$ cat src/hw/icache_pkg.sv
`default_nettype none

package icache_pkg;

    // address split 10 tag / 3 set / 4 word / 2 byte
    localparam int ADDR_W     = 19;
    localparam int TAG_W      = 10;
    localparam int SET_W      = 3;
    localparam int WORD_W     = 4;
    localparam int NUM_WAYS   = 4;
    localparam int NUM_SETS   = 8;
    localparam int LINE_WORDS = 16;

    typedef logic [ADDR_W-WORD_W-3:0] line_num_t;  // 64B line number
    typedef logic [NUM_WAYS-1:0]      way_sel_t;   // one-hot

    typedef struct packed {
        logic [TAG_W-1:0]  tag;
        logic [SET_W-1:0]  set;
        logic [WORD_W-1:0] word;
        logic [1:0]        byte_off;
    } addr_fields_t;  // lookup view

    typedef struct packed {
        line_num_t         line;
        logic [WORD_W+1:0] offset;
    } line_view_t;  // refill view

    typedef union packed {
        addr_fields_t f;
        line_view_t   l;
    } fetch_addr_t;

    typedef struct packed {
        logic              rd;      // read all ways at set/word
        way_sel_t          wr_way;  // data+tag write strobe per way
        logic [SET_W-1:0]  set;
        logic [WORD_W-1:0] word;
        logic [TAG_W-1:0]  tag;     // compare tag, also tag write data
        logic [31:0]       wdata;
        logic              commit;  // set valid of wr_way at set
        logic              flush;   // drop every line
    } array_cmd_t;

    typedef struct packed {
        logic        hit;
        way_sel_t    hit_way;
        logic [31:0] rdata;
    } lookup_t;

    typedef struct packed {
        logic      req;
        line_num_t line;
    } refill_req_t;

    typedef struct packed {
        logic        gnt;
        logic        r_valid;
        logic [31:0] r_data;
    } refill_rsp_t;

    typedef struct packed {
        logic              valid;
        logic [WORD_W-1:0] word;
        logic [31:0]       data;
    } fill_word_t;

endpackage

`default_nettype wire

$ cat src/hw/icache_plru.sv
`timescale 1ns/10ps
`default_nettype none

module icache_plru (
    input  wire logic                     clk,
    input  wire logic                     rst_n,
    input  wire logic                     touch,
    input  wire logic [icache_pkg::SET_W-1:0] set,
    input  wire icache_pkg::way_sel_t     way,
    output icache_pkg::way_sel_t          oldest
);

    // bit0 root, bit1 picks in ways 0/1, bit2 picks in ways 2/3
    // each bit points at the older side
    logic [icache_pkg::NUM_SETS-1:0][2:0] tree_q;
    logic [2:0]                           cur;
    logic [2:0]                           tree_nxt;

    assign cur = tree_q[set];

    always_comb begin
        tree_nxt = cur;
        if (way[0] | way[1]) begin
            tree_nxt[0] = 1'b1;    // older side now right pair
            tree_nxt[1] = way[0];  // sibling of touched way
        end else begin
            tree_nxt[0] = 1'b0;
            tree_nxt[2] = way[2];
        end
    end

    always_ff @(posedge clk or negedge rst_n) begin
        if (!rst_n)
            tree_q <= '0;
        else if (touch)
            tree_q[set] <= tree_nxt;
    end

    // walk the tree, comb from current bits
    always_comb begin
        oldest = '0;
        if (!cur[0])
            oldest[cur[1]] = 1'b1;
        else
            oldest[{1'b1, cur[2]}] = 1'b1;
    end

endmodule

`default_nettype wire

$ cat config.mk
export PLATFORM = sky130hd
export DESIGN_NAME = icache_plru
export DESIGN_NICKNAME = d
export VERILOG_FILES = /design/src/hw/icache_pkg.sv /design/src/hw/icache_plru.sv
export SDC_FILE = /design/constraint.sdc
export NUM_CORES = 1
export LEC_CHECK = 0
export ABC_AREA = 1
export BUFFER_PORTS_ARGS = -buffer_cell sky130_fd_sc_hd__buf_2
export CORE_AREA = 2 2 65 67
export DETAILED_ROUTE_END_ITERATION = 12
export DIE_AREA = 0 0 67 69
export SLEW_MARGIN = 20
export SYNTH_ARGS = -nofsm -noshare
export SYNTH_HDL_FRONTEND = slang
export SYNTH_SLANG_ARGS = --single-unit
$ cat constraint.sdc
create_clock -name clk -period 2 [get_ports clk]
set_input_delay 0.5 -clock clk [delete_from_list [all_inputs] [get_ports clk]]
set_output_delay 0.5 -clock clk [all_outputs]
set_load 0.01 [all_outputs]
==> results.md <==
* Critical path class: primary input to primary output
* Register area share after synthesis at between 40% and 50%
* R2R Path Start: tree_q[11]
* Largest Register: tree_q
* Final hold violations at 0
* H-tree levels at 1
* Antenna Violating Nets Remaining at 0
* Slew margin rel. at ~64%
* Synth Area in Simple Gates at slightly below 40%
* Core region area at around 3900 sq um
* RSZ-0062 raised after global routing: true
* Share of cells above drive strength 1 at a little over a fifth
* Max Fclk at approximately 520 MHz
* Vias at around 1,200
* CP Capture Type: primary output
* Post-synth net total at approximately 200
* Busiest grt layer: met2
* Vias per inst at about 4.5
* R2r endpoint: tree_q[20]
* Number of global-route vias before repair at between 1,000 and 1,500
* Post-synthesis register bit count at 24
* Crit path arrival time at between 1 and 1.5 ns
* Core Util, Final at between 40% and 50%
* Commonest non-fill, non-tap cell in the layout: nand2_1
* DP HPWL at 2310 microns
* Worst setup SP type: primary input
* First-pass GRT wire length at roughly 5500 microns
* Post-synthesis xor/xnor area fraction at 0%
* Largest net degree at the start of global routing at 25
* Number of buffers created by CTS at 3
* P per Cell Area at around 800 nW/um^2
* Cells after synthesis at just under 200
* Clk slew on worst S/H paths at approximately 0.09 ns
* Ports at 14
* Main combinational cell family by area after synthesis: simple AND/OR/NAND/NOR gates
* Antenna violations before repair at 0
* Netlist Area Pre-Place at around 1300 sq um
* Status: complete, no violations
* DRC Markers at 0
* M1 GR Usage at 22.8%
* Met3 usage in global routing at just under 3%
* Syn. warnings at 0
* Number of fill cells at ~440
* Overflow after GRT at 0
* Chip Height at 69 microns
* Drt wl/cell at about 12 microns
* CTS tree: built
* CP startpoint: set[0]
* Clock Tree Buf Depth at 2
* Worst Hold Class: primary input to async pin
* Compound-cell area share of the yosys netlist at 5.41%
* Flop2flop setup slack at about 0.66 ns
* Port-buffer cells at 12
* Final Instance Area at 1610 sq um
* # rows at 23
* First-pass DRT Iterations at 4
* Tmin final at approximately 1.9 ns
* Routed WL at approximately 3200 microns
* Average cell area after synthesis at between 6 and 7 sq um
* Die X-Extent at about 67 microns
* Required @ worst endpoint at around 1.5 ns
* Crit-path max FO at 8
* Initial drt markers at ~50
* Root buf cell: clkbuf_8
* Multi-input gate area at between 600 and 700 sq um
* CTS sink cnt at 24
* FF/Latch Area at approximately 600 sq um
* Setup tns final at 0 ns
* Starting density of the core at between 30% and 40%
* Most frequent cells in the layout: nand2_1, inv_1, dfrtp_1
* Proportion of synthesized area in mux cells at 0%
* Area growth syn-to-layout at 20.0%
* Final Skew at between 0.005 and 0.006 ns
* Placed cell area at around 1500 sq um
* Crit path to: oldest[2]
* Largest registers: tree_q: 24 flops
* R2R cell count at 8
* Fin nets at 227
* Max reg flops at 24
* Worst-Margin Slew at 0.539 ns
* Met2 usage at between 20% and 30%
* Gr usage total at ~16%
* Max Slew Vio Count at 0
* Design Power at ~1300 uW
* Max_cap viols at 0
* Pleak at ~0.00087 uW
* VDD IR max at 0.196 mV
* Final Setup Violations at 0
* Diodes inserted at 0
* Adder-Cell Fraction of Synth Area at 0%
* Period Utilization, post-route at 95.4%
* Clock Latency Late Sink at about 0.27 ns
* Hold bufs inserted after CTS at 0
* GPL Wtd Cong at roughly 0.83
* Netlist cell types at 22
* Area of the die at roughly 4600 sq um
## cells by family (layout without fill, tap and decap cells)
logic type / count (synthesis) / in the layout
buffers and inverters: 33 / 55
AND/OR/NAND/NOR: 122 / 122
AO/OA/AOI/OAI: 14 / 14
flip-flops: 24 / 24
## metrics by stage
step	setup slack [ns]	instances	hold slack [ns]
5_1_grt	-0.0242	265	0.250
2_1_floorplan	0.160	193	0.204
6_report	0.0918	265	0.202
3_5_place_dp	-0.0737	259	0.466
4_1_cts	0.00523	262	0.230
3_3_place_gp	-0.0680	259	0.461
## area by class of cell
cell class / count / area share (%)
clock buffer: 3 / 2.57
inverter: 30 / 7.15
multi-input combinational: 136 / 38.4
sequential: 24 / 37.3
tap: 50 / 3.89
timing repair buffer: 22 / 10.7
## power breakdown
group | total, uW | switching, uW | internal [uW]
sequential | 644 | 56.7 | 587
clock | 290 | 155 | 135
combinational | 349 | 201 | 148
total | 1280 | 413 | 870
## layer usage
layer / up-vias / routed length, microns
li1: 626 / -
met1: 537 / 1630
met2: 18 / 1460
met3: 5 / 86
met4: 0 / 48
met5: - / 0
## cells in the mapped netlist, drive strengths merged
cell | count | share of area (%)
o21ai | 12 | 4.5
a21oi | 1 | 0.37
nand2 | 85 | 25
buf | 3 | 2.1
o211ai | 1 | 0.56
nor2 | 18 | 6.2
dfrtp | 24 | 45
nor3 | 1 | 0.37
and2 | 1 | 0.47
inv | 30 | 8.6
or2 | 4 | 1.9
nand3 | 13 | 5.6
## worst min path at each step
stage	startpoint	endpoint	slack, ns	cells after the start
floorplan	rst_n	tree_q[0]	0.20	0
global placement	tree_q[2]	tree_q[2]	0.46	2
detailed placement	tree_q[16]	tree_q[16]	0.47	2
CTS	rst_n	tree_q[10]	0.23	1
global route	rst_n	tree_q[3]	0.25	1
finish	rst_n	tree_q[10]	0.20	1
## worst max-delay path: stages
cell and delay (ns):
buf_12 0.12, buf_4 0.13, nor2_1 0.10, nor2_1 0.05
nand2_1 0.07, nand2_2 0.06, nor2_4 0.12, and2_1 0.13
buf_2 0.12
## timing repair
action / 4_1_cts / 5_1_grt
setup buffers: 0 / 2
setup endpoints to repair: 4 / 4
cloned: 0 / 1
pin swaps: 0 / 9
gates resized for setup: 1 / 14
(Power assumes the default switching activity.)
