### config.mk
export PLATFORM = sky130hd
export DESIGN_NAME = icache_refill
export DESIGN_NICKNAME = d
export VERILOG_FILES = /design/src/hw/icache_pkg.sv /design/src/hw/icache_refill.sv
export SDC_FILE = /design/constraint.sdc
export NUM_CORES = 1
export LEC_CHECK = 0
export ABC_CLOCK_PERIOD_IN_PS = 1610
export BUFFER_PORTS_ARGS = -buffer_cell sky130_fd_sc_hd__buf_4
export CORE_AREA = 5 5 66 56
export DETAILED_ROUTE_END_ITERATION = 6
export DIE_AREA = 0 0 71 61
export PLACE_DENSITY_LB_ADDON = 0.12
export SLEW_MARGIN = 20
export SYNTH_ARGS = -nofsm -noshare
export SYNTH_HDL_FRONTEND = slang
export SYNTH_SLANG_ARGS = --single-unit
### constraint.sdc
create_clock -name clk -period 1.61 [get_ports clk]
set_clock_uncertainty 0.15 [all_clocks]
set_input_delay 0 -clock clk [delete_from_list [all_inputs] [get_ports clk]]
set_output_delay 0 -clock clk [all_outputs]
set_load 0.02 [all_outputs]
### src/hw/icache_pkg.sv
`default_nettype none

package icache_pkg;

    // address split 10 tag / 3 set / 4 word / 2 byte
    localparam int ADDR_W     = 19;
    localparam int TAG_W      = 10;
    localparam int SET_W      = 3;
    localparam int WORD_W     = 4;
    localparam int NUM_WAYS   = 4;
    localparam int NUM_SETS   = 8;
    localparam int LINE_WORDS = 16;

    typedef logic [ADDR_W-WORD_W-3:0] line_num_t;  // 64B line number
    typedef logic [NUM_WAYS-1:0]      way_sel_t;   // one-hot

    typedef struct packed {
        logic [TAG_W-1:0]  tag;
        logic [SET_W-1:0]  set;
        logic [WORD_W-1:0] word;
        logic [1:0]        byte_off;
    } addr_fields_t;  // lookup view

    typedef struct packed {
        line_num_t         line;
        logic [WORD_W+1:0] offset;
    } line_view_t;  // refill view

    typedef union packed {
        addr_fields_t f;
        line_view_t   l;
    } fetch_addr_t;

    typedef struct packed {
        logic              rd;      // read all ways at set/word
        way_sel_t          wr_way;  // data+tag write strobe per way
        logic [SET_W-1:0]  set;
        logic [WORD_W-1:0] word;
        logic [TAG_W-1:0]  tag;     // compare tag, also tag write data
        logic [31:0]       wdata;
        logic              commit;  // set valid of wr_way at set
        logic              flush;   // drop every line
    } array_cmd_t;

    typedef struct packed {
        logic        hit;
        way_sel_t    hit_way;
        logic [31:0] rdata;
    } lookup_t;

    typedef struct packed {
        logic      req;
        line_num_t line;
    } refill_req_t;

    typedef struct packed {
        logic        gnt;
        logic        r_valid;
        logic [31:0] r_data;
    } refill_rsp_t;

    typedef struct packed {
        logic              valid;
        logic [WORD_W-1:0] word;
        logic [31:0]       data;
    } fill_word_t;

endpackage

`default_nettype wire

### src/hw/icache_refill.sv
`timescale 1ns/10ps
`default_nettype none

module icache_refill (
    input  wire logic                     clk,
    input  wire logic                     rst_n,
    input  wire logic                     start,
    input  wire icache_pkg::line_num_t    line,
    output icache_pkg::refill_req_t       l2_req,
    input  wire icache_pkg::refill_rsp_t  l2_rsp,
    output icache_pkg::fill_word_t        fill,
    output logic                          done,
    output logic                          refill_done
);

    localparam int LAST_BEAT = icache_pkg::LINE_WORDS - 1;

    logic                          req_q;     // held until gnt
    logic                          active_q;  // beats expected
    icache_pkg::line_num_t         line_q;
    logic [icache_pkg::WORD_W-1:0] beat_q;    // index of next beat
    logic                          beat_ok;
    logic                          last_beat;

    assign beat_ok   = active_q & l2_rsp.r_valid;
    assign last_beat = beat_q == LAST_BEAT[icache_pkg::WORD_W-1:0];

    always_ff @(posedge clk or negedge rst_n) begin
        if (!rst_n) begin
            req_q    <= 1'b0;
            active_q <= 1'b0;
            beat_q   <= '0;
        end else begin
            if (start)
                req_q <= 1'b1;
            else if (l2_rsp.gnt)
                req_q <= 1'b0;  // drop after handshake
            if (req_q & l2_rsp.gnt) begin
                active_q <= 1'b1;
                beat_q   <= '0;   // line comes back from word 0
            end else if (beat_ok) begin
                beat_q <= beat_q + 1'b1;
                if (last_beat)
                    active_q <= 1'b0;
            end
        end
    end

    // line number latched once per miss
    always_ff @(posedge clk) begin
        if (start)
            line_q <= line;
    end

    assign l2_req.req  = req_q;
    assign l2_req.line = line_q;

    // fill word straight from the beat
    assign fill.valid = beat_ok;
    assign fill.word  = beat_q;
    assign fill.data  = l2_rsp.r_data;

    assign done        = beat_ok & last_beat;
    assign refill_done = done;  // same pulse seen outside

endmodule

`default_nettype wire

==> metrics.md, run 1 <==
| Metric | Value |
|---|---|
| Sw Ratio | `28.2%` |
| Cells on Worst Hold Path | `2` |
| Worst relative slew slack | `77.9%` |
| Core Util, Final | `52.5%` |
| Leak | `0.682 nW` |
| Fill count | `272` |
| Mapped Cells | `76` |
| RSZ-0062 raised after global routing | `no` |
| Setup WS pre-CTS | `0.391 ns` |
| Synth cell types | `17` |
| Detailed Routing Iterations Pass 1 | `4` |
| Final instance area | `0.00156 mm²` |
| Crit-path max FO | `14` |
| Total gr overflow | `0` |
| Max-slew violation count | `0` |
| Max Root-Sink Buffers | `2` |
| Yosys warns | `0` |
| NumNets Final | `186` |
| Post-Place Cells | `119` |
| MaxCap Viol Count | `0` |
| Hold_buf cts | `51` |
| Status | `finished, final reports clean` |
| Sw Pwr | `0.363 mW` |
| Worst path arrival time | `1.44 ns` |
| Setup violators final | `0` |
| CTS buffer count | `3` |
| Post-DP Area | `0.00100 mm²` |
| Antenna cell count | `0` |
| DIE HEIGHT | `61 µm` |
| Final worst slack | `0.159 ns` |
| Setup crit start kind | `primary input` |
| Post-DP HPWL | `1320 µm` |
| Initial antenna violation count | `0` |
| Tightest Hold Check Type | `primary input to register` |
| Worst Reg-to-Reg Cells | `2` |
| Post-synthesis net count | `127` |
| Area grow syn2layout | `67.5%` |
| H-tree depth | `1` |
| # DRC | `0` |
| Synth Cell Area | `932 µm²` |
| Initial Util | `31.4%` |
| DR iter-0 viols | `8` |
| Setup CP Type | `primary input to register` |
| CP endpoint kind | `register` |
| Post-synthesis sequential area ratio | `58.0%` |
| RD Place Congestion | `0.705` |
| Share of cells above drive strength 1 | `32.8%` |
| Int Pwr | `0.924 mW` |
| Worst-path clk slew | `0.07 ns` |
| Via Count | `725` |
| FMAX | `689 MHz` |
| Fin cells | `174` |
| Final worst path period need | `1.45 ns` |
| Synth top area cells | `edfxtp_1, buf_4, dfrtp_1` |
| Clk pwr share | `24.9%` |
| Flop pwr share | `46.5%` |
| Final wirelength | `2270 µm` |
| IO Port Bufs | `38` |
| Site Rows | `18` |
| Gate power share | `28.6%` |
| Clk Latency, worst-skew pair | `0.25 ns` |
| Post-CTS setup buffer count | `0` |
| Top cell type by total area after synthesis | `edfxtp_1` |
| Overall Global Routing Usage | `10.0%` |
| Vias in the first global route | `770` |
| Routed Antenna Nets | `0` |
| First-pass GRT wire length | `3370 µm` |
| Synthesized area per cell | `12.3 µm²` |
| Root buffer cell | `clkbuf_8` |
| CTS tree | `yes` |
| Hold Vio Cnt, Final | `0` |
| Largest net degree at the start of global routing | `15` |
| Total die area | `0.00433 mm²` |
| Multi-input logic area | `121 µm²` |
| Tcrit/Tclk final | `90.1%` |
| Flip-flop and latch area | `541 µm²` |
| Tightest Pin Transition | `0.331 ns` |
| Post-CTS Resized | `0` |
| Top cell type's share of synthesized area | `41.9%` |
| Clock Sinks | `19` |
| Setup TNS | `0 ns` |
| Core region area | `0.00297 mm²` |
| I/O pin count | `103` |
| Peak VDD IR | `0.000442 V` |
| DR WL/cell | `13.0 µm` |
| WP data required | `1.60 ns` |
| Seq cells post-synth | `19` |
| Vias/cell | `4.17` |
| Die width | `71 µm` |
| Power Density | `824 mW/mm²` |
[power groups by stage]
stage | registers, mW | clock network, mW | logic (mW)
2_1_floorplan | 0.660 | 0 | 0.158
3_3_place_gp | 0.608 | 0 | 0.213
5_1_grt | 0.603 | 0.356 | 0.395
4_1_cts | 0.597 | 0.338 | 0.372
6_report | 0.598 | 0.321 | 0.368
3_5_place_dp | 0.608 | 0 | 0.213
[stage by stage]
stage / power, mW / hold WS (ns)
after floorplan: 0.818 / -0.446
after global placement: 0.821 / -0.333
after detailed placement: 0.820 / -0.333
after CTS: 1.31 / 0.306
after global routing: 1.35 / 0.312
final: 1.29 / 0.311
[critical path, cell delays in order]
cell           delay (ns)
dlygate4sd3_1        0.53
buf_4                0.20
a21o_1               0.16
dlygate4sd3_1        0.54
[path summary, 6_finish.rpt]
check,from,end,slack (ns)
min in group asynchronous,rst_n,beat_q[0]$_DFFE_PN0P_,0.56
max reg2reg,req_q$_DFFE_PN0P_,req_q$_DFFE_PN0P_,0.24
min,line[10],line_q[10]$_DFFE_PP_,0.31
max in group asynchronous,rst_n,beat_q[2]$_DFFE_PN0P_,0.50
max,start,req_q$_DFFE_PN0P_,0.16
min reg2reg,active_q$_DFFE_PN0P_,active_q$_DFFE_PN0P_,0.40
[final cells by class]
type,count,share of cell area [%]
timing repair buffer,89,51.0
sequential,19,34.6
multi-input combinational,20,7.77
tap,40,3.21
clock buffer,3,2.64
inverter,2,0.481
clock inverter,1,0.321
[registers in the layout (all words and copies together) (netlist names)]
signal and cells:
beat_q 4, active_q 1, line_q 13, req_q 1
[cell usage after synthesis]
cell type / number
buf_4: 35
nand2_1: 1
nand2_2: 1
and2_1: 1
edfxtp_1: 13
nor2_1: 3
o21ai_0: 1
a21o_2: 1
a21oi_1: 2
xor2_1: 2
dfrtp_1: 6
nand3_1: 4
or3_1: 1
a21o_1: 1
ha_1: 1
inv_1: 2
nand4_1: 1
[metal layers]
layer | GRT usage [%] | vias to the layer above | share of wire (%)
li1 | - | 333 | -
met1 | 10.1 | 323 | 36
met2 | 20.5 | 67 | 52
met3 | 2.48 | 2 | 11
met4 | 3.22 | 0 | 0.84
met5 | 0 | - | 0
[cells in the final DEF (no fill, tap or decap)]
| cell | n |
|---|---|
| and2_1 | 1 |
| nand4_1 | 1 |
| nand2_1 | 1 |
| clkbuf_8 | 3 |
| buf_4 | 38 |
| dlygate4sd3_1 | 51 |
| a21o_2 | 1 |
| nand3_1 | 4 |
| ha_1 | 1 |
| edfxtp_1 | 13 |
| or3_1 | 1 |
| nor2_1 | 3 |
| inv_1 | 2 |
| a21o_1 | 1 |
| xor2_1 | 2 |
| o21ai_0 | 1 |
| a21oi_1 | 2 |
| clkinv_2 | 1 |
| dfrtp_1 | 6 |
| nand2_2 | 1 |
[cells by family (layout without fill, tap and decap cells)]
group	after synthesis	after routing	share of synthesized area, %
buffers and inverters	37	95	29.0
AND/OR/NAND/NOR	12	12	6.44
flip-flops	19	19	58.0
AO/OA/AOI/OAI	5	5	3.36
XOR/XNOR	2	2	1.88
adder cells (fa/ha/maj)	1	1	1.34
Note: power is estimated with default switching activity, not from simulation.
==> run 2: changes to the inputs <==
--- a/config.mk
+++ b/config.mk
@@ -7,10 +7,13 @@
 export LEC_CHECK = 0
 export ABC_CLOCK_PERIOD_IN_PS = 1610
 export BUFFER_PORTS_ARGS = -buffer_cell sky130_fd_sc_hd__buf_4
-export CORE_AREA = 5 5 66 56
+export CELL_PAD_IN_SITES_DETAIL_PLACEMENT = 0
+export CELL_PAD_IN_SITES_GLOBAL_PLACEMENT = 2
+export CORE_AREA = 5 5 89 75
 export DETAILED_ROUTE_END_ITERATION = 6
-export DIE_AREA = 0 0 71 61
+export DIE_AREA = 0 0 94 80
 export PLACE_DENSITY_LB_ADDON = 0.12
+export RECOVER_POWER = 100
 export SLEW_MARGIN = 20
 export SYNTH_ARGS = -nofsm -noshare
 export SYNTH_HDL_FRONTEND = slang
==> run 2 against run 1 <==
Net effect: die area rose by 74%; non-clock buffer count did not move; design area fell by 1.7%; worst setup slack improved by 0.0034 ns; sequential power barely moved; routed wire length rose by 8.1%; critical endpoint unchanged.
==> metrics.md, run 2 (same netlist as run 1, synthesis figures left out) <==
| Metric | Value |
|---|---|
| RR Startpoint | `req_q$_DFFE_PN0P_` |
| DR WL/cell | `11.4 µm` |
| NumNets Final | `186` |
| CP endpoint kind | `register` |
| Hold_buf cts | `51` |
| Root buffer cell | `clkbuf_8` |
| Total gr overflow | `0` |
| Setup violators final | `0` |
| DIE HEIGHT | `80 µm` |
| Post-CTS Resized | `0` |
| Via Count | `732` |
| Biggest regs | `line_q (13), beat_q (4)` |
| Overall Global Routing Usage | `5.88%` |
| Setup CP Type | `primary input to register` |
| Tightest Hold Check Type | `primary input to register` |
| I/O pin count | `103` |
| DR iter-0 viols | `7` |
| Fin cells | `215` |
| Detailed Routing Iterations Pass 1 | `2` |
| Largest net degree at the start of global routing | `15` |
| Clk Latency, worst-skew pair | `0.25 ns` |
| FMAX | `691 MHz` |
| Worst path arrival time | `1.44 ns` |
| Final worst path period need | `1.45 ns` |
| Routed Antenna Nets | `0` |
| Setup crit start kind | `primary input` |
| Hold path endpoint | `line_q[12]$_DFFE_PP_` |
| Critical path, cell by cell | `dlygate4sd3_1, buf_4, a21o_1, dlygate4sd3_1` |
| Post-DP HPWL | `1530 µm` |
| Peak VDD IR | `0.000302 V` |
| FF-to-FF setup slack | `0.23 ns` |
| Clock Sinks | `19` |
| Min Hold Slack | `0.321 ns` |
| First-pass GRT wire length | `3440 µm` |
| Worst path slowest cell | `dlygate4sd3_1` |
| Share of cells above drive strength 1 | `17.2%` |
| IO Port Bufs | `38` |
| CP most frequent cell | `dlygate4sd3_1` |
| Max Root-Sink Buffers | `2` |
| Worst relative slew slack | `77.8%` |
| # DRC | `0` |
| Crit-path max FO | `14` |
| RSZ-0062 raised after global routing | `no` |
| Initial antenna violation count | `0` |
| CTS buffer count | `3` |
| Area grow syn2layout | `64.7%` |
| Status | `finished, final reports clean` |
| Most common cell after layout, fill and taps aside | `dlygate4sd3_1` |
| Antenna cell count | `0` |
| Core region area | `0.00569 mm²` |
| Worst Min Path Start | `line[12]` |
| Largest reg by FF count | `line_q` |
| Hold Vio Cnt, Final | `0` |
| Site Rows | `25` |
| Critical Path Max Stage Delay | `0.54 ns` |
| Worst-path clk slew | `0.08 ns` |
| Max FFs per register | `13` |
| Vias in the first global route | `756` |
| MaxCap Viol Count | `0` |
| Commonest non-fill, non-tap cells in the layout | `dlygate4sd3_1, clkbuf_1, clkbuf_4` |
| Tightest Pin Transition | `0.332 ns` |
| Tcrit/Tclk final | `89.9%` |
| Vias/cell | `3.40` |
| Post-Place Cells | `160` |
| FF-to-FF End | `req_q$_DFFE_PN0P_` |
| Post-CTS setup buffer count | `0` |
| RD Place Congestion | `0.647` |
| Power Density | `826 mW/mm²` |
| Kind of cell adding the most delay to the critical path | `buffers and inverters` |
| WP data required | `1.61 ns` |
| Worst Reg-to-Reg Cells | `2` |
| Cells on Worst Hold Path | `2` |
| Die width | `94 µm` |
| Final wirelength | `2450 µm` |
| Total die area | `0.00752 mm²` |
| CP bufs+invs | `3` |
| Max-slew violation count | `0` |
| Initial Util | `16.4%` |
| Fill count | `630` |
| H-tree depth | `1` |
| Setup TNS | `0 ns` |
| CTS tree | `yes` |
| Leak | `0.605 nW` |
-- run 2: cell count changes in the layout (fill, tap and decap cells not counted), sizes merged --
cell,delta
clkbuf,+35
buf,-34
clkinv,-1
-- run 2: metal layers --
metal / share of wire, % / up-vias / track usage, %
li1: - / 334 / -
met2: 49 / 64 / 10.6
met3: 11 / 2 / 1.70
met4: 1.3 / 0 / 2.16
met1: 38 / 332 / 6.57
met5: 0 / - / 0
-- run 2: through the flow --
step,power [mW],instance area (µm²),worst slack [ns],utilization (%)
CTS,1.35,1610,0.166,28.3
floorplan,0.818,932,0.146,-
global route,1.35,1540,0.0260,27.0
global placement,0.829,1060,0.388,18.5
detailed placement,0.826,1060,0.380,18.5
finish,1.27,1540,0.162,27.0
-- run 2: how the worst max path moves through the flow --
| stage | from | to | slack, ns | cells after the start |
|---|---|---|---|---|
| final | start | req_q$_DFFE_PN0P_ | 0.16 | 4 |
| after global routing | beat_q[0]$_DFFE_PN0P_ | refill_done | 0.03 | 4 |
| after CTS | beat_q[0]$_DFFE_PN0P_ | refill_done | 0.17 | 4 |
| after detailed placement | active_q$_DFFE_PN0P_ | beat_q[3]$_DFFE_PN0P_ | 0.38 | 3 |
| after global placement | active_q$_DFFE_PN0P_ | beat_q[3]$_DFFE_PN0P_ | 0.39 | 3 |
| after floorplan | beat_q[0]$_DFFE_PN0P_ | refill_done | 0.15 | 4 |
-- run 2: where the power goes --
part | total, mW | switching, mW | internal (mW)
sequential | 0.597 | 0.0273 | 0.570
clock | 0.342 | 0.166 | 0.176
combinational | 0.329 | 0.186 | 0.143
-- run 2: cell type report --
| class | instances | area, µm² | share of cell area [%] |
|---|---|---|---|
| clock buffer | 4 | 45.0 | 2.93 |
| inverter | 2 | 7.51 | 0.489 |
| multi-input combinational | 20 | 119 | 7.74 |
| sequential | 19 | 541 | 35.2 |
| tap | 81 | 101 | 6.60 |
| timing repair buffer | 89 | 722 | 47.0 |
==> run 3: changes to the inputs <==
--- a/config.mk
+++ b/config.mk
@@ -6,12 +6,12 @@
 export NUM_CORES = 1
 export LEC_CHECK = 0
 export ABC_CLOCK_PERIOD_IN_PS = 1610
-export BUFFER_PORTS_ARGS = -buffer_cell sky130_fd_sc_hd__buf_4
 export CELL_PAD_IN_SITES_DETAIL_PLACEMENT = 0
-export CELL_PAD_IN_SITES_GLOBAL_PLACEMENT = 2
-export CORE_AREA = 5 5 89 75
+export CELL_PAD_IN_SITES_GLOBAL_PLACEMENT = 1
+export CORE_AREA = 10 10 65 57
 export DETAILED_ROUTE_END_ITERATION = 6
-export DIE_AREA = 0 0 94 80
+export DIE_AREA = 0 0 75 67
+export DONT_BUFFER_PORTS = 1
 export PLACE_DENSITY_LB_ADDON = 0.12
 export RECOVER_POWER = 100
 export SLEW_MARGIN = 20
==> run 3 against run 2 <==
Net effect: sequential power grew 8.2%; routed wire length grew 5.4%; cell count shrank 41%; global-route usage grew 3.6 points; flip-flop and latch count is the same; register-to-register slack lost 0.11 ns; largest power group unchanged; highest routed layer unchanged.
==> metrics.md, run 3 (same netlist as run 1, synthesis figures left out) <==
| Metric | Value |
|---|---|
| Worst Reg-to-Reg Cells | `2` |
| Hold path endpoint | `line_q[4]$_DFFE_PP_` |
| Max FFs per register | `13` |
| Routed Antenna Nets | `0` |
| Setup violators final | `0` |
| Area grow syn2layout | `35.6%` |
| MaxCap Viol Count | `0` |
| RR Startpoint | `req_q$_DFFE_PN0P_` |
| Clk Latency, worst-skew pair | `0.29 ns` |
| Tightest Pin Transition | `0.597 ns` |
| I/O pin count | `103` |
| Status | `finished, final reports clean` |
| DR WL/cell | `20.3 µm` |
| Worst-path clk slew | `0.11 ns` |
| Site Rows | `16` |
| RD Place Congestion | `0.756` |
| Antenna cell count | `0` |
| Die width | `75 µm` |
| Largest reg by FF count | `line_q` |
| Initial antenna violation count | `0` |
| Total gr overflow | `0` |
| Setup CP Type | `primary input to register` |
| Hold Vio Cnt, Final | `0` |
| Power Density | `898 mW/mm²` |
| CP endpoint kind | `register` |
| FF-to-FF setup slack | `0.12 ns` |
| Peak VDD IR | `0.000473 V` |
| Setup TNS | `0 ns` |
| RSZ-0062 raised after global routing | `no` |
| WP data required | `1.65 ns` |
| CTS buffer count | `3` |
| Vias/cell | `4.86` |
| Share of cells above drive strength 1 | `7.00%` |
| Post-DP Area | `733 µm²` |
| Via Count | `617` |
| Core region area | `0.00238 mm²` |
| Fill count | `193` |
| IO Port Bufs | `0` |
| Total die area | `0.00503 mm²` |
| Final wirelength | `2580 µm` |
| Multi-input logic area | `119 µm²` |
| Biggest regs | `line_q (13), beat_q (4)` |
| # DRC | `0` |
| Crit-path max FO | `14` |
| Tightest Hold Check Type | `primary input to register` |
| Final instance area | `0.00126 mm²` |
| Vias in the first global route | `661` |
| Max-slew violation count | `0` |
| Post-DP HPWL | `1480 µm` |
| Setup crit start kind | `primary input` |
| Root buffer cell | `clkbuf_4` |
| DIE HEIGHT | `67 µm` |
| Final worst path period need | `1.51 ns` |
| Final worst slack | `0.0966 ns` |
| FMAX | `661 MHz` |
| Tcrit/Tclk final | `94.0%` |
| Setup WS pre-CTS | `0.330 ns` |
| Flip-flop and latch area | `541 µm²` |
| Leak | `0.497 nW` |
| NumNets Final | `152` |
| Most common cell after layout, fill and taps aside | `dlygate4sd3_1` |
| DR iter-0 viols | `38` |
| Largest net degree at the start of global routing | `15` |
| CTS tree | `yes` |
| Worst relative slew slack | `60.1%` |
| Commonest non-fill, non-tap cells in the layout | `dlygate4sd3_1, edfxtp_1, dfrtp_1` |
| Detailed Routing Iterations Pass 1 | `3` |
| Max Root-Sink Buffers | `2` |
| FF-to-FF End | `req_q$_DFFE_PN0P_` |
| Cells on Worst Hold Path | `1` |
| Worst Min Path Start | `line[4]` |
| H-tree depth | `1` |
| Worst path arrival time | `1.55 ns` |
| First-pass GRT wire length | `3530 µm` |
| Overall Global Routing Usage | `9.52%` |
| Clock Sinks | `19` |
| Initial Util | `39.1%` |
## run 3: critical path: stages
cell,delay [ns]
dlygate4sd3_1,0.77
a21o_1,0.24
dlygate4sd3_1,0.54
## run 3: routing by layer
metal  vias up  track usage [%]  share of wire, %
li1        266                -                 -
met1       275             8.41                35
met2        72             16.4                46
met3         4             5.19                17
met4         0             6.37               1.7
met5         -                0                 0
## run 3: area by class of cell
cell class                      instances  share of cell area (%)
Tap cell                               27                    2.67
Sequential cell                        19                    42.8
Multi-Input combinational cell         20                    9.41
Clock inverter                          1                   0.594
Timing Repair Buffer                   55                    42.2
Clock buffer                            3                    1.78
Inverter                                2                   0.594
## run 3: where the power goes
group / leakage (nW) / internal, mW / switching [mW]
logic: 0.283 / 0.112 / 0.133
clock network: 0.0139 / 0.0946 / 0.150
registers: 0.200 / 0.572 / 0.0735
total: 0.497 / 0.778 / 0.357
## run 3: worst max path at each step
| stage | from | end | cells past startpoint |
|---|---|---|---|
| detailed placement | beat_q[2]$_DFFE_PN0P_ | beat_q[3]$_DFFE_PN0P_ | 3 |
| global placement | beat_q[2]$_DFFE_PN0P_ | beat_q[3]$_DFFE_PN0P_ | 3 |
| CTS | start | req_q$_DFFE_PN0P_ | 3 |
| global route | beat_q[2]$_DFFE_PN0P_ | done | 4 |
| finish | start | req_q$_DFFE_PN0P_ | 3 |
| floorplan | beat_q[0]$_DFFE_PN0P_ | refill_done | 4 |
## run 3: what timing repair did
action | 4_1_cts | 5_1_grt
hold buffers | 51 | 0
gates resized for setup | 0 | 0
hold endpoints to repair | 70 | 0
setup buffers | 0 | 0
## run 3: metrics by stage
stage / power, mW / cells / hold slack (ns) / util (%)
2_1_floorplan: 0.818 / 76 / -0.446 / -
3_3_place_gp: 0.741 / 72 / -0.445 / 30.8
3_5_place_dp: 0.742 / 72 / -0.445 / 30.8
4_1_cts: 1.16 / 127 / 0.149 / 53.5
5_1_grt: 1.19 / 127 / 0.146 / 53.0
6_report: 1.13 / 127 / 0.167 / 53.0
