File: config.mk
export PLATFORM = sky130hd
export DESIGN_NAME = icache_ctrl
export DESIGN_NICKNAME = d
export VERILOG_FILES = /design/src/hw/icache_pkg.sv /design/src/hw/icache_ctrl.sv
export SDC_FILE = /design/constraint.sdc
export NUM_CORES = 1
export LEC_CHECK = 0
export BUFFER_PORTS_ARGS = -buffer_cell sky130_fd_sc_hd__buf_2
export CAP_MARGIN = 10
export CORE_ASPECT_RATIO = 0.8
export CORE_MARGIN = 4
export CORE_UTILIZATION = 39
export CTS_CLUSTER_DIAMETER = 50
export DETAILED_ROUTE_END_ITERATION = 8
export GPL_TIMING_DRIVEN = 1
export PLACE_DENSITY = 0.94
export SETUP_SLACK_MARGIN = 0.02
export SLEW_MARGIN = 20
export SYNTH_ARGS = -nofsm -noshare
export SYNTH_HDL_FRONTEND = slang
export SYNTH_SLANG_ARGS = --single-unit
File: constraint.sdc
create_clock -name clk -period 3.69 [get_ports clk]
set_input_delay 0.738 -clock clk [delete_from_list [all_inputs] [get_ports clk]]
set_output_delay 0.738 -clock clk [all_outputs]
set_load 0.05 [all_outputs]
File: src/hw/icache_pkg.sv
`default_nettype none

package icache_pkg;

    // address split 10 tag / 3 set / 4 word / 2 byte
    localparam int ADDR_W     = 19;
    localparam int TAG_W      = 10;
    localparam int SET_W      = 3;
    localparam int WORD_W     = 4;
    localparam int NUM_WAYS   = 4;
    localparam int NUM_SETS   = 8;
    localparam int LINE_WORDS = 16;

    typedef logic [ADDR_W-WORD_W-3:0] line_num_t;  // 64B line number
    typedef logic [NUM_WAYS-1:0]      way_sel_t;   // one-hot

    typedef struct packed {
        logic [TAG_W-1:0]  tag;
        logic [SET_W-1:0]  set;
        logic [WORD_W-1:0] word;
        logic [1:0]        byte_off;
    } addr_fields_t;  // lookup view

    typedef struct packed {
        line_num_t         line;
        logic [WORD_W+1:0] offset;
    } line_view_t;  // refill view

    typedef union packed {
        addr_fields_t f;
        line_view_t   l;
    } fetch_addr_t;

    typedef struct packed {
        logic              rd;      // read all ways at set/word
        way_sel_t          wr_way;  // data+tag write strobe per way
        logic [SET_W-1:0]  set;
        logic [WORD_W-1:0] word;
        logic [TAG_W-1:0]  tag;     // compare tag, also tag write data
        logic [31:0]       wdata;
        logic              commit;  // set valid of wr_way at set
        logic              flush;   // drop every line
    } array_cmd_t;

    typedef struct packed {
        logic        hit;
        way_sel_t    hit_way;
        logic [31:0] rdata;
    } lookup_t;

    typedef struct packed {
        logic      req;
        line_num_t line;
    } refill_req_t;

    typedef struct packed {
        logic        gnt;
        logic        r_valid;
        logic [31:0] r_data;
    } refill_rsp_t;

    typedef struct packed {
        logic              valid;
        logic [WORD_W-1:0] word;
        logic [31:0]       data;
    } fill_word_t;

endpackage

`default_nettype wire

File: src/hw/icache_ctrl.sv
`timescale 1ns/10ps
`default_nettype none

module icache_ctrl (
    input  wire logic                     clk,
    input  wire logic                     rst_n,
    input  wire logic                     icache_work_en,
    input  wire logic                     icache_sleep_en,
    input  wire logic                     fetch_req,
    input  wire icache_pkg::fetch_addr_t  fetch_addr,
    output logic                          fetch_gnt,
    output logic                          fetch_r_valid,
    output logic [31:0]                   fetch_r_data,
    output icache_pkg::array_cmd_t        array_cmd,
    input  wire icache_pkg::lookup_t      lookup,
    input  wire icache_pkg::way_sel_t     victim_way,
    output logic                          plru_touch,
    output logic [icache_pkg::SET_W-1:0]  plru_set,
    output icache_pkg::way_sel_t          plru_way,
    output logic                          refill_start,
    output icache_pkg::line_num_t         refill_line,
    input  wire icache_pkg::fill_word_t   fill,
    input  wire logic                     fill_done
);

    typedef enum logic [1:0] {
        S_SLEEP,
        S_IDLE,
        S_COMPARE,  // tag compare of last granted fetch
        S_MISS      // line refill in progress
    } state_t;

    state_t                   state_q, state_d;
    icache_pkg::fetch_addr_t  addr_q;        // granted fetch address
    icache_pkg::way_sel_t     victim_q;      // way being refilled
    logic                     sleep_pend_q;  // sleep seen while busy
    logic                     take_sleep;

    // sleep only from idle, nothing outstanding then
    assign take_sleep = (state_q == S_IDLE) & (icache_sleep_en | sleep_pend_q);

    assign plru_set    = addr_q.f.set;   // touch and query share the set
    assign refill_line = addr_q.l.line;

    always_comb begin
        state_d       = state_q;
        fetch_gnt     = 1'b0;
        fetch_r_valid = 1'b0;
        fetch_r_data  = lookup.rdata;
        plru_touch    = 1'b0;
        plru_way      = lookup.hit_way;
        refill_start  = 1'b0;
        array_cmd        = '0;
        array_cmd.set    = fetch_addr.f.set;   // read index of a new grant
        array_cmd.word   = fetch_addr.f.word;
        array_cmd.tag    = addr_q.f.tag;
        array_cmd.wdata  = fill.data;
        case (state_q)
            S_SLEEP: begin
                if (icache_work_en)
                    state_d = S_IDLE;
            end
            S_IDLE: begin
                if (take_sleep) begin
                    array_cmd.flush = 1'b1;  // every line invalid
                    state_d = S_SLEEP;
                end else if (fetch_req) begin
                    fetch_gnt = 1'b1;
                    state_d   = S_COMPARE;
                end
            end
            S_COMPARE: begin
                if (lookup.hit) begin
                    fetch_r_valid = 1'b1;
                    plru_touch    = 1'b1;
                    // pipeline next fetch unless a sleep is waiting
                    if (fetch_req & ~icache_sleep_en & ~sleep_pend_q)
                        fetch_gnt = 1'b1;
                    else
                        state_d = S_IDLE;
                end else begin
                    refill_start = 1'b1;
                    state_d      = S_MISS;
                end
            end
            S_MISS: begin
                array_cmd.set  = addr_q.f.set;
                array_cmd.word = fill.word;
                fetch_r_data   = fill.data;
                if (fill.valid) begin
                    array_cmd.wr_way = victim_q;
                    // critical word straight to the core
                    fetch_r_valid = (fill.word == addr_q.f.word);
                end
                if (fill_done) begin
                    array_cmd.commit = 1'b1;
                    plru_touch = 1'b1;
                    plru_way   = victim_q;
                    state_d    = S_IDLE;
                end
            end
            default: state_d = S_SLEEP;
        endcase
        array_cmd.rd = fetch_gnt;
    end

    always_ff @(posedge clk or negedge rst_n) begin
        if (!rst_n) begin
            state_q      <= S_SLEEP;  // asleep until work enable
            sleep_pend_q <= 1'b0;
            victim_q     <= '0;
            addr_q       <= '0;
        end else begin
            state_q <= state_d;
            if (take_sleep | (state_q == S_SLEEP))
                sleep_pend_q <= 1'b0;
            else if (icache_sleep_en)
                sleep_pend_q <= 1'b1;
            if ((state_q == S_COMPARE) & ~lookup.hit)
                victim_q <= victim_way;  // hold for the whole refill
            if (fetch_gnt)
                addr_q <= fetch_addr;
        end
    end

endmodule

`default_nettype wire

==> summary.md, run 1 <==
| Metric | Value |
|---|---|
| Status | complete, no violations |
| Setup TNS | 0 ns |
| Final cycle utilization of the critical path | 0.798 |
| Detail Route Antenna Nets | 0 |
| Post-CTS Setup Bufs | 0 |
| Routed WL | 6390 um |
| Endpoints failing setup | 0 |
| CTS hold repair buffers | 0 |
| Crit Path Max Fanout | 24 |
| Netlist cell types | 27 |
| I/O pins | 215 |
| First-iteration detailed-routing DRC count | 36 |
| Count of input and output buffers | 212 |
| Fin. Hold Viols | 0 |
| Synthesis warning total | 0 |
| Filler cell count | 482 |
| Worst min-delay path class | in2async |
| Setup WS post-layout | 0.746 ns |
| Gate Count Post-Synth | 194 |
| Area delta synth->final | 33.8% |
| Crit path time final | 2.94 ns |
| Slew HR | 0.634 |
| Final #Nets | 454 |
| Crit end category | output port |
| M1 GR Usage | 0.167 |
| Comb power frac | 0.710 |
| Highest-count cells in the layout ignoring fill and taps | buf_2, mux2_2, dfrtp_1 |
| GPL Wtd Cong | 0.873 |
| Post-Place Cell Area | 2800 sq um |
| Pwr dens | 802 nW/um^2 |
| Startpoint types | flip-flop |
| Vias in the first global route | 1977 |
| Routed via count | 1888 |
| Yosys top cell area share | 0.290 |
| Peak supply drop | 0.621 mV |
| Critical path data arrival time | 2.21 ns |
| WL per Instance | 15.7 um |
| Share of cells above drive strength 1 | 0.826 |
| Design area | 2850 sq um |
| Clk_lat worst skew | 0.26 ns |
| Buffers & Inverters on Critical Path | 2 |
| Post-Syn Area per Cell | 11.0 sq um |
| Worst-margin pin slew | 0.549 ns |
| Post-layout util | 0.554 |
| Worst r2r src | state_q[0]$_DFFE_PN0P_ |
| Met3 global-route usage | 0.0404 |
| Sequential share of the synthesized area | 0.282 |
| Max clock buf depth | 2 |
| H-tree levels | 1 |
| Kind of critical path | reg2out |
| DRC errors left | 0 |
| Clock root cell | clkbuf_8 |
| Max-slew violations | 0 |
| Grt met2 use | 0.361 |
| DPL Wire Length | 5540 um |
| Die W | 90.7 um |
| Number of detailed-route iterations in the first pass | 4 |
| Clock power share | 0.077 |
| Row Count | 23 |
| Core area | 5150 sq um |
| Pre-CTS setup slack | 1.03 ns |
| Worst path max stage delay | 0.55 ns |
| Area leader, netlist | mux2_2 |
| # clock sinks | 24 |
| Clock Pin Slew Worst Setup and Hold Paths | 0.08 ns |
| Worst Skew | 0.00334 ns |
| Initial antenna violation count | 0 |
| Cts repair resizes | 0 |
| DR vias/cell | 4.64 |
| Synth Net Count | 302 |
| Req. time, crit path | 2.95 ns |
| CTS tree | done |
| Cell Area, Synth | 2130 sq um |
| Switching Share | 0.583 |
| ANT cells | 0 |
| Max-capacitance violation count | 0 |
| First-pass GRT wire length | 9300 um |
| Switch Pwr | 1.34 mW |
| Initial core utilization | 0.414 |
| Cell family with most CP delay | buffers and inverters |
| Seq cells post-synth | 24 |
| Seq pwr share | 0.213 |
| Power Total | 2.29 mW |
| Worst setup startpoint | state_q[0]$_DFFE_PN0P_ |
| Grt peak-use layer | met2 |
| Die height | 74.2 um |
| RSZ-0062 raised after global routing | no |
| GRT Total Usage | 0.171 |
| Fmax | 340 MHz |
| Top post-synthesis cells by area | mux2_2, dfrtp_1, buf_4 |
| Die ar. | 6720 sq um |
| Num CTS Buffers | 3 |
| Commonest non-fill, non-tap cell in the layout | buf_2 |
| Leak | 1.66 nW |
| Final global-route overflow total | 0 |
| P_int | 954 uW |
| Largest net degree at the start of global routing | 25 |
| Critical-path cell list | ha_2 > buf_4 > mux2_2 > buf_2 |
| Slowest CP cell | ha_2 |
[metrics by stage]
stage               cells  hold WS, ns
floorplan             194        0.442
global placement      403        0.489
detailed placement    403        0.501
CTS                   407        0.461
global route          407        0.486
finish                407        0.452
[registers in the layout, indices dropped and copies added (netlist names)]
signal / cells
victim_q: 4
sleep_pend_q: 1
state_q: 2
addr_q: 17
[per-layer routing]
metal,vias to the layer above,wire length [um],share of wire
li1,904,-,-
met1,879,2120,0.33
met2,97,3660,0.57
met3,8,513,0.080
met4,0,93,0.015
met5,-,0,0
[worst reg2reg max path, cell delays in order, from the launching register on]
cell      delay [ns]
dfrtp_1         0.42
inv_1           0.12
ha_1            0.20
nand2_1         0.13
nand2b_2        0.12
nand4_4         0.37
mux2_4          0.44
[synthesized netlist by cell type, drive strengths merged]
library cell and instances:
clkbuf 1, mux2i 2, dfrtp 24, a221o 1, and3 4, o31ai 1, ha 5, nand2b 1
o221ai 1, inv 8, and2b 1, nor2b 1, nor3 1, nor2 1, xor2 1, mux2 64
a21o 1, nand2 6, xnor2 1, nand4 2, buf 65, o211a 1, a22oi 1
[path summary, 6_finish.rpt]
kind / end / slack (ns) / depth (start not counted)
max: fetch_r_data[25] / 0.75 / 4
min: addr_q[6]$_DFFE_PN0P_ / 0.45 / 1
max reg2reg: addr_q[18]$_DFFE_PN0P_ / 1.79 / 6
min reg2reg: addr_q[3]$_DFFE_PN0P_ / 0.52 / 1
max in group asynchronous: state_q[1]$_DFFE_PN0P_ / 2.87 / 1
min in group clk: addr_q[3]$_DFFE_PN0P_ / 0.52 / 1
[logic make-up after synthesis]
family                   Yosys count  share of synthesized area
AO/OA/AOI/OAI                      6                     0.0241
flip-flops                        24                      0.282
adder cells (fa/ha/maj)            5                     0.0293
multiplexers                      66                      0.363
AND/OR/NAND/NOR                   17                     0.0534
XOR/XNOR                           2                    0.00821
buffers and inverters             74                      0.240
[power by group through the flow]
stage / Sequential [mW] / Combinational, mW / Clock, mW
after floorplan: 0.470 / 1.52 / 0
after global placement: 0.483 / 1.61 / 0
after detailed placement: 0.491 / 1.64 / 0
after CTS: 0.490 / 1.64 / 0.186
after global routing: 0.510 / 1.69 / 0.196
final: 0.489 / 1.63 / 0.175
[cell type report]
class | count | area, sq um | area share
Inverter | 8 | 30.0 | 0.0105
Timing Repair Buffer | 213 | 1070 | 0.374
Clock buffer | 4 | 55.1 | 0.0193
Multi-Input combinational cell | 96 | 1020 | 0.358
Sequential cell | 24 | 601 | 0.210
Tap cell | 62 | 77.6 | 0.0272
Note: power is estimated with default switching activity, not from simulation.
==> inputs of run 2 (changes only) <==
CORE_UTILIZATION = 33   (was 39)
PLACE_DENSITY = 0.85   (was 0.94)
clock period = 2.6 ns   (was 3.69 ns; I/O delays follow)
==> run 2 against run 1 <==
Critical path type unchanged; flip-flop and latch count unchanged; via count unchanged; critical path depth unchanged; global-route usage down 2.2 points.
==> summary.md, run 2 (synthesis gave the netlist of run 1 again) <==
| Metric | Value |
|---|---|
| Core area | 6100 sq um (+18%) |
| First-iteration detailed-routing DRC count | 29 (-19%) |
| H-tree levels | 1 (unchanged) |
| Count of input and output buffers | 212 (unchanged) |
| Max-slew violations | 0 (unchanged) |
| WL per Instance | 15.0 um (-4.1%) |
| Peak supply drop | 0.784 mV (+26%) |
| Number of flip-flops in the largest register | 17 (unchanged) |
| Status | complete, no violations |
| Share of cells above drive strength 1 | 0.830 (+0.00388) |
| # clock sinks | 24 (unchanged) |
| Crit path time final | 2.44 ns |
| Detail Route Antenna Nets | 0 (unchanged) |
| I/O pins | 215 (unchanged) |
| Critical path data arrival time | 1.92 ns (-0.29 ns) |
| Max clock buf depth | 2 (unchanged) |
| Largest regs | addr_q (17), victim_q (4), state_q (2) |
| Initial core utilization | 0.350 (-0.0644) |
| GRT Total Usage | 0.149 (-0.0220) |
| Crit Path Max Fanout | 21 (-13%) |
| Worst-margin pin slew | 0.543 ns (-0.00690 ns) |
| Row Count | 25 (+8.7%) |
| Max-capacitance violation count | 0 (unchanged) |
| CTS tree | done |
| Final global-route overflow total | 0 (unchanged) |
| DPL Wire Length | 5640 um (+1.8%) |
| First-pass GRT wire length | 9600 um (+3.2%) |
| Routed via count | 1888 (unchanged) |
| Initial antenna violation count | 0 (unchanged) |
| Num CTS Buffers | 3 (unchanged) |
| Clock Pin Slew Worst Setup and Hold Paths | 0.08 ns (about the same) |
| Vias in the first global route | 2040 (+3.2%) |
| Worst Skew | 0.00223 ns (-0.00111 ns) |
| Routed WL | 6440 um (+0.81%) |
| Die ar. | 7820 sq um (+16%) |
| Kind of critical path | reg2out |
| Largest net degree at the start of global routing | 25 (unchanged) |
| Number of detailed-route iterations in the first pass | 4 (unchanged) |
| Die height | 79.9 um (+7.8%) |
| Req. time, crit path | 2.08 ns (-0.87 ns) |
| DR vias/cell | 4.41 (-4.9%) |
| Clock root cell | clkbuf_8 |
| Reg2Reg Depth | 7 (+1) |
| Die W | 97.9 um (+7.9%) |
| ANT cells | 0 (unchanged) |
| Leak | 1.68 nW (+1.2%) |
| Clk_lat worst skew | 0.26 ns (about the same) |
| Worst r2r src | state_q[0]$_DFFE_PN0P_ |
| Final cycle utilization of the critical path | 0.938 |
| Fmax | 410 MHz |
| Endpoints failing setup | 0 (unchanged) |
| RSZ-0062 raised after global routing | no |
| Hold WS | 0.230 ns (-0.223 ns) |
| Commonest non-fill, non-tap cell in the layout | buf_2 |
| Worst min-delay path class | in2async |
| Largest register by flop count | addr_q |
| Highest-count cells in the layout ignoring fill and taps | buf_2, mux2_2, dfrtp_1 |
| Pwr dens | 1140 nW/um^2 (+42%) |
| Area delta synth->final | 37.1% |
| Fin. Hold Viols | 0 (unchanged) |
| Crit end category | output port |
| Slew HR | 0.638 (+0.00460) |
| Worst setup startpoint | state_q[0]$_DFFE_PN0P_ |
| Final #Nets | 456 (+0.44%) |
| DRC errors left | 0 (unchanged) |
| Startpoint types | flip-flop |
| GPL Wtd Cong | 0.929 (+6.4%) |
| Setup TNS | 0 ns (unchanged) |
-- run 2: cell count changes in the layout (fill, tap and decap cells not counted) --
cell / before / now
ha_4: 0 / 1
bufinv_16: 0 / 1
clkbuf_8: 4 / 3
o31ai_1: 1 / 0
ha_2: 1 / 0
buf_4: 1 / 3
o31ai_2: 0 / 1
-- run 2: worst paths after layout --
path | endpoint | slack, ns
min in group clk | addr_q[12]$_DFFE_PN0P_ | 0.48
hold / removal | addr_q[6]$_DFFE_PN0P_ | 0.23
max in group asynchronous | addr_q[18]$_DFFE_PN0P_ | 2.01
setup reg to reg | addr_q[8]$_DFFE_PN0P_ | 0.66
setup / recovery | fetch_r_data[23] | 0.16
hold reg to reg | addr_q[2]$_DFFE_PN0P_ | 0.51
-- run 2: repair_timing --
item | CTS | global route
setup buffers | 0 | 0
gates resized for setup | 0 | 1
endpoints found under the setup margin | 0 | 22
hold buffers | 0 | 0
-- run 2: metal layers --
| layer | routed length [um] | vias up | global-route usage |
|---|---|---|---|
| li1 | - | 915 | - |
| met1 | 2230 | 859 | 0.160 |
| met2 | 3540 | 104 | 0.296 |
| met3 | 565 | 10 | 0.0306 |
| met4 | 107 | 0 | 0.0429 |
| met5 | 0 | - | 0 |
-- run 2: through the flow --
stage                util  power (mW)  setup slack (ns)  instance area (sq um)  instances
finish              0.479        3.34             0.162                   2920        428
global route        0.479        3.50            0.0628                   2920        428
CTS                 0.478        3.36            0.0221                   2910        428
detailed placement  0.466        3.03             0.335                   2840        424
global placement    0.466        2.98             0.340                   2840        424
floorplan               -        2.84             0.254                   2140        194
-- run 2: layout make-up --
class,instances,area [sq um]
Clock buffer,3,41.3
Clock inverter,1,30.0
Fill cell,605,3180
Inverter,8,30.0
Multi-Input combinational cell,96,1040
Sequential cell,24,601
Tap cell,81,101
Timing Repair Buffer,215,1080
-- run 2: report_power, final --
| part | internal (mW) | switching [mW] | total, mW | leakage, nW |
|---|---|---|---|---|
| Sequential | 0.558 | 0.138 | 0.696 | 0.292 |
| Clock | 0.206 | 0.117 | 0.323 | 0.0357 |
| Combinational | 0.670 | 1.65 | 2.32 | 1.35 |
| Total | 1.43 | 1.90 | 3.34 | 1.68 |
-- run 2: critical path: stages, from the launching register on --
cell     delay [ns]
dfrtp_1        0.44
ha_4           0.28
buf_4          0.31
mux2_2         0.39
buf_2          0.22
==> inputs of run 3 (changes only) <==
CELL_PAD_IN_SITES_DETAIL_PLACEMENT = 0   (was not set)
CELL_PAD_IN_SITES_GLOBAL_PLACEMENT = 1   (was not set)
CORE_UTILIZATION = 22   (was 33)
PLACE_DENSITY = 0.84   (was 0.85)
==> run 3 against run 2 <==
Sequential share of layout area is 0.41 points lower; critical path depth is 1 higher; wire length is 1.7% lower; clock power is 12% higher; cell area is 2.1% higher; global-route usage is 4.9 points lower; combinational power hardly changed.
==> summary.md, run 3 (synthesis gave the netlist of run 1 again) <==
| Metric | Value |
|---|---|
| Comb power frac | 0.683 (-0.012) |
| Fmax | 420 MHz (+2.5%) |
| Initial core utilization | 0.230 (-0.120) |
| Vias in the first global route | 1923 (-5.7%) |
| Clk_lat worst skew | 0.25 ns (about the same) |
| DPL Wire Length | 5590 um (-0.93%) |
| Core area | 9270 sq um (+52%) |
| Fin. Hold Viols | 0 (unchanged) |
| First-pass GRT wire length | 9380 um (-2.3%) |
| Num CTS Buffers | 3 (unchanged) |
| Worst Skew | 0.000710 ns (-0.00152 ns) |
| Detail Route Antenna Nets | 0 (unchanged) |
| Max-capacitance violation count | 0 (unchanged) |
| Seq pwr share | 0.210 (about the same) |
| CTS hold repair buffers | 0 (unchanged) |
| Critical-path cell list | ha_4 > nand2_1 > a221o_1 > o31ai_2 > buf_2 |
| First-iteration detailed-routing DRC count | 25 (-14%) |
| Non-filler cells, final | 462 (+7.9%) |
| WL per Instance | 13.7 um (-8.9%) |
| Buffers & Inverters on Critical Path | 1 (-1) |
| Die height | 96.1 um (+20%) |
| Peak supply drop | 0.757 mV (-3.4%) |
| Crit Path Max Fanout | 15 (-29%) |
| Crit path time final | 2.38 ns (-0.0592 ns) |
| Pre-CTS setup slack | 0.351 ns (+0.0165 ns) |
| M1 GR Usage | 0.111 (-0.0485) |
| Leak | 1.69 nW (+0.50%) |
| Status | complete, no violations |
| RSZ-0062 raised after global routing | no |
| Switch Pwr | 1.91 mW (+0.30%) |
| Crit end category | output port |
| Kind of critical path | reg2out |
| Setup TNS | 0 ns (unchanged) |
| CTS tree | done |
| Number of flip-flops in the largest register | 17 (unchanged) |
| GPL Wtd Cong | 0.734 (-21%) |
| Die W | 118 um (+21%) |
| DRC errors left | 0 (unchanged) |
| Worst-margin pin slew | 0.552 ns (+0.00947 ns) |
| Final global-route overflow total | 0 (unchanged) |
| Endpoints failing setup | 0 (unchanged) |
| Final cycle utilization of the critical path | 0.915 (-0.0228) |
| Largest regs | addr_q (17), victim_q (4), state_q (2) |
| Setup WS post-layout | 0.221 ns (+0.0592 ns) |
| Met3 global-route usage | 0.0270 (-0.00354) |
| Inst Count DP | 458 (+8.0%) |
| Final #Nets | 456 (unchanged) |
| Routed via count | 1898 (+0.53%) |
| Grt met2 use | 0.196 (-0.0991) |
| Design area | 2980 sq um (+2.1%) |
| Power Total | 3.37 mW (+1.0%) |
| Post-layout util | 0.322 (-0.157) |
| Slowest CP cell | dfrtp_1 |
| Switching Share | 0.566 (-0.00422) |
| GRT Total Usage | 0.101 (-0.0486) |
| Startpoint types | flip-flop |
| Die ar. | 11300 sq um (+45%) |
| I/O pins | 215 (unchanged) |
| Max-slew violations | 0 (unchanged) |
| Share of cells above drive strength 1 | 0.830 (unchanged) |
| Worst path max stage delay | 0.44 ns (about the same) |
| H-tree levels | 1 (unchanged) |
| Grt peak-use layer | met2 |
| Number of detailed-route iterations in the first pass | 4 (unchanged) |
| Cell family with most CP delay | compound AO/OA/AOI/OAI gates |
| Clock root cell | clkbuf_16 |
| Row Count | 31 (+24%) |
| Area delta synth->final | 39.9% |
| Critical path data arrival time | 1.86 ns (-0.06 ns) |
| Largest net degree at the start of global routing | 25 (unchanged) |
| Clock power share | 0.107 (+0.010) |
| Largest register by flop count | addr_q |
| Routed WL | 6330 um (-1.7%) |
| Worst min-delay path class | in2async |
| Slew HR | 0.632 (-0.00631) |
| Req. time, crit path | 2.08 ns (about the same) |
| Highest-count cells in the layout ignoring fill and taps | buf_2, mux2_2, dfrtp_1 |
| # clock sinks | 24 (unchanged) |
| DR vias/cell | 4.11 (-6.9%) |
| Clock Pin Slew Worst Setup and Hold Paths | 0.06 ns (-0.02 ns) |
| Hold WS | 0.248 ns (+0.0180 ns) |
| Post-Place Cell Area | 2890 sq um (+1.5%) |
| Max clock buf depth | 2 (unchanged) |
| ANT cells | 0 (unchanged) |
| P_int | 1.46 mW (+2.0%) |
| Count of input and output buffers | 212 (unchanged) |
| Initial antenna violation count | 0 (unchanged) |
| Commonest non-fill, non-tap cell in the layout | buf_2 |
| Pwr dens | 1130 nW/um^2 (-0.99%) |
==> run 3: changes by cell type in the layout (fill, tap and decap cells not counted), sizes merged <==
| cell | change |
|---|---|
| clkbuf | +1 |
| bufinv | -1 |
==> run 3: worst reg2reg max path, cell delays in order, from the launching register on <==
cell      delay [ns]
dfrtp_1         0.44
inv_1           0.11
ha_1            0.24
nand2_1         0.16
nand2b_2        0.09
nand4_4         0.12
buf_4           0.30
mux2_2          0.38
==> run 3: worst paths after layout <==
check	start	to	slack [ns]	cells after the start
max	state_q[0]$_DFFE_PN0P_	fetch_r_valid	0.22	5
min	rst_n	addr_q[9]$_DFFE_PN0P_	0.25	1
max reg2reg	state_q[0]$_DFFE_PN0P_	addr_q[9]$_DFFE_PN0P_	0.65	7
min reg2reg	addr_q[3]$_DFFE_PN0P_	addr_q[3]$_DFFE_PN0P_	0.51	1
max in group asynchronous	rst_n	victim_q[3]$_DFFE_PN0P_	1.98	1
min in group clk	fetch_addr[11]	addr_q[11]$_DFFE_PN0P_	0.49	2
==> run 3: final cells by class <==
cell class,instances,area (sq um)
clock buffer,4,88.8
multi-input combinational,96,1040
timing repair buffer,215,1080
tap,115,144
inverter,8,30.0
fill,964,6290
sequential,24,601
==> run 3: layer usage <==
layer	part of all wire	vias to the layer above
li1	-	912
met1	0.38	877
met2	0.54	107
met3	0.084	2
met4	0.0022	0
met5	0	-
==> run 3: what timing repair did <==
item,4_1_cts,5_1_grt
setup buffers,0,0
endpoints found under the setup margin,0,7
resized for setup,0,1
==> run 3: power by group through the flow <==
| stage | Sequential, mW | Clock, mW | Combinational (mW) |
|---|---|---|---|
| after floorplan | 0.667 | 0 | 2.17 |
| after global placement | 0.695 | 0 | 2.31 |
| after detailed placement | 0.705 | 0 | 2.32 |
| after CTS | 0.704 | 0.383 | 2.32 |
| after global routing | 0.740 | 0.398 | 2.41 |
| final | 0.707 | 0.361 | 2.30 |
